**config.mk**
```make
export PLATFORM = sky130hd
export DESIGN_NAME = branchPredictUnit
export DESIGN_NICKNAME = d
export VERILOG_FILES = /design/src/logic/gsharePkg.sv /design/src/logic/phtBankedRam.sv /design/src/logic/phtUpdateQueue.sv /design/src/logic/gshareCore.sv /design/src/logic/branchPredictUnit.sv
export SDC_FILE = /design/constraint.sdc
export NUM_CORES = 1
export LEC_CHECK = 0
export ABC_AREA = 1
export BUFFER_PORTS_ARGS = -buffer_cell sky130_fd_sc_hd__buf_2
export CAP_MARGIN = 25
export CORE_UTILIZATION = 46
export DETAILED_ROUTE_END_ITERATION = 12
export GPL_ROUTABILITY_DRIVEN = 0
export HOLD_SLACK_MARGIN = 0.02
export PLACE_DENSITY = 0.63
export SLEW_MARGIN = 15
export SYNTH_ARGS = -nofsm -noshare
export SYNTH_HDL_FRONTEND = slang
export SYNTH_SLANG_ARGS = --single-unit
```
**constraint.sdc**
```tcl
create_clock -name clock -period 10.53 [get_ports clock]
set_input_delay 1.5795 -clock clock [delete_from_list [all_inputs] [get_ports clock]]
set_output_delay 1.5795 -clock clock [all_outputs]
set_load 0.05 [all_outputs]
```
**src/logic/gsharePkg.sv**
```systemverilog
// Types, constants and the index hash shared by the gshare predictor.
// The history must not be wider than the PHT index, since it is folded
// into the top index bits.
package gsharePkg;

    // Fetch or branch address.
    typedef logic [31:0] pcT;

    // PHT index, 256 entries.
    typedef logic [7:0] phtIndexT;

    // Global branch history.
    typedef logic [5:0] historyT;

    // 2-bit saturating counter. The top bit is the predicted direction.
    typedef logic [1:0] phtCounterT;

    localparam int PHT_INDEX_BITS = $bits(phtIndexT);
    localparam int HISTORY_BITS = $bits(historyT);
    localparam int PHT_ENTRY_COUNT = 1 << PHT_INDEX_BITS;

    // Counter limits.
    localparam phtCounterT COUNTER_MAX = 2'd3;
    localparam phtCounterT COUNTER_INIT = 2'd2;

    // Instructions are 4 bytes apart, so these PC bits carry no information.
    localparam int INSN_OFFSET_BITS = 2;

    // PC bits above the instruction offset, with the history XORed into
    // the top history-width bits of the index.
    function automatic phtIndexT phtHash(input pcT pc, input historyT history);
        phtIndexT index;
        index = pc[INSN_OFFSET_BITS +: PHT_INDEX_BITS];
        index[PHT_INDEX_BITS-1 -: HISTORY_BITS] =
            index[PHT_INDEX_BITS-1 -: HISTORY_BITS] ^ history;
        return index;
    endfunction

endpackage

```
**src/logic/phtBankedRam.sv**
```systemverilog
// Banked PHT storage with one registered read per port and one write port.
// Banks are picked by the low index bits; bankCount must be a power of two
// of at least 2. A read and a write of the same entry in one cycle return
// the old value. No two read ports may address the same bank in one cycle.
module phtBankedRam import gsharePkg::*; #(
    parameter int entryCount = PHT_ENTRY_COUNT,
    parameter int readPorts = 2,
    parameter int bankCount = 2
) (
    input  logic       clock,
    input  phtIndexT   readAddr [readPorts],
    output phtCounterT readData [readPorts],
    input  logic       writeEnable,
    input  phtIndexT   writeAddr,
    input  phtCounterT writeData
);

    localparam int bankBits = $clog2(bankCount);
    localparam int rowCount = entryCount / bankCount;
    localparam int rowBits = $clog2(rowCount);

    logic [bankBits-1:0] portBank [readPorts];
    logic [bankBits-1:0] portBankQ [readPorts];
    logic [rowBits-1:0] bankRow [bankCount];
    phtCounterT bankData [bankCount];
    logic [bankBits-1:0] writeBank;
    logic [rowBits-1:0] writeRow;
    logic bankConflict;

    assign writeBank = writeAddr[bankBits-1:0];
    assign writeRow = writeAddr[bankBits +: rowBits];

    always_comb begin
        for (int p = 0; p < readPorts; p++) begin
            portBank[p] = readAddr[p][bankBits-1:0];
        end
    end

    // Steer each port's row address to the bank it selects.
    always_comb begin
        for (int b = 0; b < bankCount; b++) begin
            bankRow[b] = '0;
            for (int p = 0; p < readPorts; p++) begin
                if (portBank[p] == bankBits'(b)) begin
                    bankRow[b] = readAddr[p][bankBits +: rowBits];
                end
            end
        end
    end

    for (genvar b = 0; b < bankCount; b++) begin : gBank
        phtCounterT mem [rowCount];
        phtCounterT rdData;

        always_ff @(posedge clock) begin
            if (writeEnable && writeBank == bankBits'(b)) begin
                mem[writeRow] <= writeData;
            end
            rdData <= mem[bankRow[b]];
        end

        assign bankData[b] = rdData;
    end

    // Remember which bank each port read, to pick its data next cycle.
    always_ff @(posedge clock) begin
        portBankQ <= portBank;
    end

    always_comb begin
        for (int p = 0; p < readPorts; p++) begin
            readData[p] = bankData[portBankQ[p]];
        end
    end

    always_comb begin
        bankConflict = 1'b0;
        for (int p = 0; p < readPorts; p++) begin
            for (int q = p + 1; q < readPorts; q++) begin
                if (portBank[p] == portBank[q]) begin
                    bankConflict = 1'b1;
                end
            end
        end
    end

    // Each bank has a single read port.
    assert property (@(posedge clock) !bankConflict)
        else $error("PHT read ports collide on one bank");

endmodule

```
**src/logic/phtUpdateQueue.sv**
```systemverilog
// Circular queue of deferred PHT writes. Entries come out in push order.
// A push while full is dropped; the depth need not be a power of two.
module phtUpdateQueue import gsharePkg::*; #(
    parameter int depth = 4
) (
    input  logic       clock,
    input  logic       reset,
    input  logic       push,
    input  logic       pop,
    input  phtIndexT   pushAddr,
    input  phtCounterT pushData,
    output phtIndexT   headAddr,
    output phtCounterT headData,
    output logic       full,
    output logic       empty
);

    localparam int ptrBits = (depth > 1) ? $clog2(depth) : 1;
    localparam int countBits = $clog2(depth + 1);

    logic [ptrBits-1:0] headPtr;
    logic [ptrBits-1:0] tailPtr;
    logic [countBits-1:0] count;
    logic doPush;
    logic doPop;

    phtIndexT addrMem [depth];
    phtCounterT dataMem [depth];

    // Pointer increment with wrap at the last slot.
    function automatic logic [ptrBits-1:0] nextPtr(input logic [ptrBits-1:0] ptr);
        logic [ptrBits-1:0] result;
        if (ptr == ptrBits'(depth - 1)) begin
            result = '0;
        end else begin
            result = ptr + 1'b1;
        end
        return result;
    endfunction

    assign full = (count == countBits'(depth));
    assign empty = (count == '0);
    assign doPush = push && !full;
    assign doPop = pop && !empty;

    always_ff @(posedge clock) begin
        if (reset) begin
            headPtr <= '0;
            tailPtr <= '0;
            count <= '0;
        end else begin
            if (doPush) begin
                tailPtr <= nextPtr(tailPtr);
            end
            if (doPop) begin
                headPtr <= nextPtr(headPtr);
            end
            if (doPush && !doPop) begin
                count <= count + 1'b1;
            end else if (doPop && !doPush) begin
                count <= count - 1'b1;
            end
        end
    end

    // Entry storage.
    always_ff @(posedge clock) begin
        if (doPush) begin
            addrMem[tailPtr] <= pushAddr;
            dataMem[tailPtr] <= pushData;
        end
    end

    // Oldest entry, valid whenever the queue is not empty.
    assign headAddr = addrMem[headPtr];
    assign headData = dataMem[headPtr];

    assert property (@(posedge clock) disable iff (reset) push |-> !full)
        else $error("PHT update queue overflow, update lost");

    assert property (@(posedge clock) disable iff (reset) pop |-> !empty)
        else $error("PHT update queue popped while empty");

endmodule

```
**src/logic/gshareCore.sv**
```systemverilog
// gshare core: history register, prediction, counter training, history repair,
// PHT write arbitration and the init walk over every PHT entry after reset.
// At most two resolved branches per cycle are trained; the lowest valid lane
// writes directly and the next one is deferred through the queue.
module gshareCore import gsharePkg::*; #(
    parameter int fetchWidth = 2,
    parameter int issueWidth = 2
) (
    input  logic                  clock,
    input  logic                  reset,
    input  pcT                    fetchPc,
    input  logic [fetchWidth-1:0] btbHit,
    input  logic [fetchWidth-1:0] isCondBr,
    input  logic [fetchWidth-1:0] historyUpdateEnable,
    input  logic [issueWidth-1:0] resValid,
    input  logic [issueWidth-1:0] resTaken,
    input  logic [issueWidth-1:0] resMispred,
    input  logic [issueWidth-1:0] resIsCondBr,
    input  pcT                    resPc [issueWidth],
    input  historyT               resHistory [issueWidth],
    input  phtCounterT            resPrevCounter [issueWidth],
    output logic [fetchWidth-1:0] predTaken,
    output phtCounterT            prevCounter [fetchWidth],
    output historyT               usedHistory,
    output logic                  ready,
    output phtIndexT              readAddr [fetchWidth],
    input  phtCounterT            readData [fetchWidth],
    output logic                  writeEnable,
    output phtIndexT              writeAddr,
    output phtCounterT            writeData,
    output logic                  push,
    output logic                  pop,
    output phtIndexT              pushAddr,
    output phtCounterT            pushData,
    input  phtIndexT              headAddr,
    input  phtCounterT            headData,
    input  logic                  empty
);

    historyT history;
    historyT nextHistory;
    logic [fetchWidth-1:0] btbHitQ;
    logic [fetchWidth-1:0] isCondBrQ;
    logic [fetchWidth-1:0] updateEnableQ;
    phtIndexT initIndex;
    logic initDone;
    logic [issueWidth-1:0] resActive;
    phtIndexT resIndex [issueWidth];
    phtCounterT resCounter [issueWidth];
    logic directWrite;
    phtIndexT directAddr;
    phtCounterT directData;

    // Saturating up/down step of a 2-bit counter.
    function automatic phtCounterT counterNext(input phtCounterT counter, input logic taken);
        phtCounterT result;
        if (taken) begin
            result = (counter == COUNTER_MAX) ? COUNTER_MAX : counter + 1'b1;
        end else begin
            result = (counter == '0) ? '0 : counter - 1'b1;
        end
        return result;
    endfunction

    assign ready = initDone;
    assign usedHistory = history;

    // Results are ignored until the walk is over.
    assign resActive = resValid & {issueWidth{initDone}};

    // Lane flags were registered with the read, so they line up with readData.
    always_comb begin
        for (int i = 0; i < fetchWidth; i++) begin
            predTaken[i] = initDone && btbHitQ[i] &&
                (readData[i][$bits(phtCounterT)-1] || !isCondBrQ[i]);
            prevCounter[i] = readData[i];
        end
    end

    // Next history: speculative shifts first, then repair from execute.
    always_comb begin
        logic stopScan;
        stopScan = 1'b0;
        nextHistory = history;
        for (int i = 0; i < fetchWidth; i++) begin
            if (!stopScan && initDone && btbHitQ[i] && isCondBrQ[i] && updateEnableQ[i]) begin
                nextHistory = {nextHistory[HISTORY_BITS-2:0], predTaken[i]};
                // Lanes after a taken branch are not on the fetch path.
                stopScan = predTaken[i];
            end
        end
        // Later lanes are younger, so the last mispredict wins.
        for (int j = 0; j < issueWidth; j++) begin
            if (resActive[j] && resMispred[j]) begin
                if (resIsCondBr[j]) begin
                    nextHistory = {resHistory[j][HISTORY_BITS-2:0], resTaken[j]};
                end else begin
                    nextHistory = resHistory[j];
                end
            end
        end
    end

    // During the walk each lane reads its own bank to keep ports apart.
    always_comb begin
        for (int i = 0; i < fetchWidth; i++) begin
            if (initDone) begin
                readAddr[i] = phtHash(fetchPc + (pcT'(i) << INSN_OFFSET_BITS), nextHistory);
            end else begin
                readAddr[i] = phtIndexT'(i);
            end
        end
    end

    // Training. First valid result writes now, the next goes to the queue.
    always_comb begin
        directWrite = 1'b0;
        directAddr = '0;
        directData = '0;
        push = 1'b0;
        pushAddr = '0;
        pushData = '0;
        for (int j = 0; j < issueWidth; j++) begin
            resIndex[j] = phtHash(resPc[j], resHistory[j]);
            resCounter[j] = counterNext(resPrevCounter[j], resTaken[j]);
            if (resActive[j]) begin
                if (!directWrite) begin
                    directWrite = 1'b1;
                    directAddr = resIndex[j];
                    directData = resCounter[j];
                end else if (!push) begin
                    push = 1'b1;
                    pushAddr = resIndex[j];
                    pushData = resCounter[j];
                end
            end
        end
    end

    // Queue drains only into cycles with a free write port.
    assign pop = initDone && !empty && !directWrite;

    // Write port priority: init walk, direct write, queue head.
    always_comb begin
        if (!initDone) begin
            writeEnable = 1'b1;
            writeAddr = initIndex;
            writeData = COUNTER_INIT;
        end else if (directWrite) begin
            writeEnable = 1'b1;
            writeAddr = directAddr;
            writeData = directData;
        end else if (pop) begin
            writeEnable = 1'b1;
            writeAddr = headAddr;
            writeData = headData;
        end else begin
            writeEnable = 1'b0;
            writeAddr = directAddr;
            writeData = directData;
        end
    end

    always_ff @(posedge clock) begin
        if (reset) begin
            history <= '0;
            btbHitQ <= '0;
            isCondBrQ <= '0;
            updateEnableQ <= '0;
            initIndex <= '0;
            initDone <= 1'b0;
        end else begin
            history <= nextHistory;
            btbHitQ <= btbHit;
            isCondBrQ <= isCondBr;
            updateEnableQ <= historyUpdateEnable;
            // One entry per cycle, done after the last index.
            if (!initDone) begin
                initIndex <= initIndex + 1'b1;
                initDone <= (initIndex == '1);
            end
        end
    end

    // A queued update left over from before reset would land on a walked entry.
    assert property (@(posedge clock) disable iff (reset) !initDone |-> empty)
        else $error("PHT update queue not empty during the init walk");

endmodule

```
**src/logic/branchPredictUnit.sv**
```systemverilog
// Top level of the gshare direction predictor for a multi-wide fetch.
// Predictions follow the fetch inputs by one cycle. Fetch and result
// inputs are ignored until ready rises after the PHT init walk.
module branchPredictUnit import gsharePkg::*; #(
    parameter int fetchWidth = 2,
    parameter int issueWidth = 2,
    parameter int queueDepth = 4
) (
    input  logic                  clock,
    input  logic                  reset,
    input  pcT                    fetchPc,
    input  logic [fetchWidth-1:0] btbHit,
    input  logic [fetchWidth-1:0] isCondBr,
    input  logic [fetchWidth-1:0] historyUpdateEnable,
    output logic [fetchWidth-1:0] predTaken,
    output phtCounterT            prevCounter [fetchWidth],
    output historyT               usedHistory,
    output logic                  ready,
    input  logic [issueWidth-1:0] resValid,
    input  pcT                    resPc [issueWidth],
    input  historyT               resHistory [issueWidth],
    input  phtCounterT            resPrevCounter [issueWidth],
    input  logic [issueWidth-1:0] resTaken,
    input  logic [issueWidth-1:0] resMispred,
    input  logic [issueWidth-1:0] resIsCondBr
);

    // One bank per fetch lane so neighbouring lanes never collide.
    localparam int bankCount = fetchWidth;

    phtIndexT readAddr [fetchWidth];
    phtCounterT readData [fetchWidth];
    logic writeEnable;
    phtIndexT writeAddr;
    phtCounterT writeData;
    logic push;
    logic pop;
    phtIndexT pushAddr;
    phtCounterT pushData;
    phtIndexT headAddr;
    phtCounterT headData;
    logic empty;

    gshareCore #(
        .fetchWidth(fetchWidth),
        .issueWidth(issueWidth)
    ) core_i (
        .clock(clock),
        .reset(reset),
        .fetchPc(fetchPc),
        .btbHit(btbHit),
        .isCondBr(isCondBr),
        .historyUpdateEnable(historyUpdateEnable),
        .resValid(resValid),
        .resTaken(resTaken),
        .resMispred(resMispred),
        .resIsCondBr(resIsCondBr),
        .resPc(resPc),
        .resHistory(resHistory),
        .resPrevCounter(resPrevCounter),
        .predTaken(predTaken),
        .prevCounter(prevCounter),
        .usedHistory(usedHistory),
        .ready(ready),
        .readAddr(readAddr),
        .readData(readData),
        .writeEnable(writeEnable),
        .writeAddr(writeAddr),
        .writeData(writeData),
        .push(push),
        .pop(pop),
        .pushAddr(pushAddr),
        .pushData(pushData),
        .headAddr(headAddr),
        .headData(headData),
        .empty(empty)
    );

    phtBankedRam #(
        .entryCount(PHT_ENTRY_COUNT),
        .readPorts(fetchWidth),
        .bankCount(bankCount)
    ) phtRam_i (
        .clock(clock),
        .readAddr(readAddr),
        .readData(readData),
        .writeEnable(writeEnable),
        .writeAddr(writeAddr),
        .writeData(writeData)
    );

    // Full is checked inside the queue itself.
    phtUpdateQueue #(
        .depth(queueDepth)
    ) updateQueue_i (
        .clock(clock),
        .reset(reset),
        .push(push),
        .pop(pop),
        .pushAddr(pushAddr),
        .pushData(pushData),
        .headAddr(headAddr),
        .headData(headData),
        .full(),
        .empty(empty)
    );

endmodule

```
==> impl_results.md <==
- Residual DRC count: 0
- Post-route ant nets: 0
- Slowest CP cell: buf_4
- Mapped Nets: 2616
- Flop pwr share: 52.3%
- Area after DPL: 0.0276 mm^2
- Clk sink count: 588
- Clock Power Share: 45.2%
- Power Internal: 3.84 mW
- Worst skew pair latency: 0.59 ns
- Combinational share of power: 2.5%
- Total grt overflow: 0
- Drt wl/cell: 20.8 um
- Top cell by count, worst path: buf_4
- Layout overhead on the synthesized area: 10.9%
- Buf+Inv Stages, Crit Path: 5
- Largest net degree at the start of global routing: 257
- Final WL: 68600 um
- H-tree levels: 3
- Top cell type by total area after synthesis: edfxtp_1
- Storage element area: 0.0173 mm^2
- Mapped Cells: 2479
- CTS tree: built
- Max Cap Viol: 0
- Power density over the cells: 163 mW/mm^2
- Worst-path clk slew: 0.06 ns
- First drt pass iteration count: 6
- Worst slew pin tran: 1.30 ns
- Sw frac: 20.4%
- Synth cell types: 45
- Die Span X: 243 um
- CTS resizes: 0
- Psw: 0.982 mW
- Clock root cell: clkbuf_16
- Drt first-iter violations: 2018
- Relative slew slack: 13.4%
- Share of cells above drive strength 1: 9.46%
- Critical Path RT: 10.82 ns
- Hold Crit Class: flop to flop
- Diodes inserted: 0
- Outcome: complete, no violations
- Mean area per synthesized cell: 10.8 um^2
- CTS max path bufs: 3
- Overall power: 4.83 mW
- Final Hold Viols: 0
- CP Cell Sequence: buf_4 -> buf_4 -> inv_2 -> nor3_4 -> nand2_1 -> nand3_1 -> nand2_4 -> o21ai_4 -> buf_4 -> buf_4 -> nor2_1
- Finished Cell Area: 0.0297 mm^2
- Die area: 0.0592 mm^2
- Family with the most delay on the worst path: buffers and inverters
- Synth warn: 0
- Share of the synthesized area in the top cell type: 61.9%
- Worst Setup Start Kind: flop
- Top post-synthesis cells by area: edfxtp_1 (62%), nand3_1 (6.5%), mux2i_1 (5.6%)
- Seq/Total Area, Yosys: 64.6%
- Row cnt: 88
- Setup CP Type: flop to flop
- Tot GR Track Use: 23.2%
- Area of the multi-input gates: 0.00846 mm^2
- Initial Util: 46.5%
- Final Max Slew Viols: 0
- Maximum VDD drop: 0.0000943 V
- #FFs+latches synth: 588
- Number of port buffers: 68
- Post-layout min period: 5.36 ns
- Post-CTS setup buffers: 0
- Post-route clock period utilization: 50.9%
- Arrival time at the worst endpoint: 5.65 ns
- Fin nets: 2623
- Final Setup Violations: 0
- Leakage: 11.5 nW
- CP Capture Type: flop
- Maximum clock frequency: 186 MHz
- Fill cells: 5043
- Core box area: 0.0576 mm^2
- Antenna violations before repair: 1
- CP Max Fanout: 78
- CTS Buf Count: 66
- RSZ-0062 raised after global routing: no
- Crit path largest cell delay: 0.79 ns
- Cell area after synthesis: 0.0268 mm^2
- Vias/cell: 5.67
- DR vias: 18.7k
- First-pass GRT wire length: 105000 um
- Clk_skew: 0.0171 ns
- Post-DP HPWL: 40500 um
- Top Ports: 141
- Hold-fix buffers, CTS: 0
- Setup_tns: 0 ns
- Height of the die: 243 um
- Vias in the first global route: 18.5k
## synthesized netlist by cell type (all sizes together)
cell / count
edfxtp: 552
nor2: 393
nand3: 349
nand2: 331
mux2i: 150
o21ai: 150
a21oi: 134
inv: 91
clkbuf: 88
nor3: 71
buf: 67
dfxtp: 36
xor2: 13
ha: 8
o22ai: 7
xnor2: 7
o211ai: 6
or2: 4
a31oi: 3
o21a: 3
a22oi: 2
nand4: 2
a211oi: 1
a21boi: 1
a221oi: 1
a2bb2oi: 1
a31o: 1
a32o: 1
clkinv: 1
fa: 1
nand3b: 1
nor4: 1
o211a: 1
o221ai: 1
## metrics by stage
stage / util (%) / hold WS, ns / std cells / setup slack [ns]
after floorplan: - / 0.451 / 2479 / 0.0273
after global placement: 48.0 / 0.464 / 3183 / 5.07
after detailed placement: 48.0 / 0.482 / 3183 / 5.03
after CTS: 51.6 / 0.493 / 3301 / 5.19
after global routing: 51.6 / 0.529 / 3301 / 4.79
final: 51.6 / 0.496 / 3301 / 5.17
## worst paths after layout
kind,start,slack [ns],depth (start not counted),endpoint
worst max-delay path,core_i.ready,5.17,11,phtRam_i.gBank[0].mem[13][0]
worst min-delay path,core_i.initIndex[3],0.50,2,core_i.initIndex[3]
worst max register to register,core_i.ready,5.17,11,phtRam_i.gBank[0].mem[13][0]
worst min register to register,core_i.initIndex[3],0.50,2,core_i.initIndex[3]
## layout by cell type (no fill, tap or decap), types with 3 or more instances in the layout
master and n:
a21oi_1 132, a31oi_1 3, buf_12 3, buf_2 67
buf_4 24, clkbuf_1 18, clkbuf_16 71, clkbuf_8 3
clkinv_1 15, clkinv_2 7, dfxtp_1 35, edfxtp_1 552
ha_1 8, inv_1 66, inv_2 25, mux2i_1 150
nand2_1 320, nand2_2 9, nand3_1 347, nor2_1 381
nor2_2 7, nor2_4 5, nor3_1 70, o211ai_1 6
o21a_1 3, o21ai_0 77, o21ai_1 71, o22ai_1 7
or2_2 3, xnor2_1 7, xor2_1 13
## flip-flops by register name, summed over array words and instances (netlist names), named ones only
signal,flops
core_i.btbHitQ,2
core_i.initIndex,8
core_i.isCondBrQ,2
core_i.ready,1
core_i.updateEnableQ,2
core_i.usedHistory,6
phtRam_i.gBank.mem,512
phtRam_i.gBank.rdData,4
phtRam_i.portBankQ,2
updateQueue_i.addrMem,32
updateQueue_i.count,3
updateQueue_i.dataMem,8
updateQueue_i.headPtr,2
updateQueue_i.tailPtr,2
## cell families after synthesis
logic type               count (synthesis)  synth area share, %
flip-flops                             588                 64.6
AND/OR/NAND/NOR                       1152                 18.5
multiplexers                           150                 5.61
buffers and inverters                  247                 4.00
adder cells (fa/ha/maj)                  9                0.449
AO/OA/AOI/OAI                          313                 6.13
XOR/XNOR                                20                0.654
## per-layer routing
layer  track usage [%]  up-vias  routed length, um  part of all wire (%)
met5                 0        -                 13                 0.019
met2              37.5      703              32600                    47
met1              30.8     9030              28600                    42
met4              9.93        2               2460                   3.6
met3              4.11      150               4920                   7.2
li1                  -     8824                  -                     -
## power by group through the flow
stage	registers, mW	logic, mW	clock network, mW
after floorplan	2.57	0.0670	0
after global placement	2.57	0.115	0
after detailed placement	2.57	0.116	0
after CTS	2.52	0.117	2.22
after global routing	2.52	0.127	2.31
final	2.52	0.119	2.18
## worst min-delay path, cell delays in order (launching register included)
cell and delay, ns:
dfxtp_1 0.31, nor2_1 0.10, nor3_1 0.05
## cell type report
| class | instances | area share, % |
|---|---|---|
| clock inverters | 26 | 0.586 |
| inverters | 92 | 1.16 |
| flip-flops and latches | 588 | 58.3 |
| multi-input cells | 1644 | 28.5 |
| well taps | 765 | 3.22 |
| repair buffers | 94 | 1.94 |
| clock buffers | 92 | 6.35 |
(Power assumes the default switching activity.)
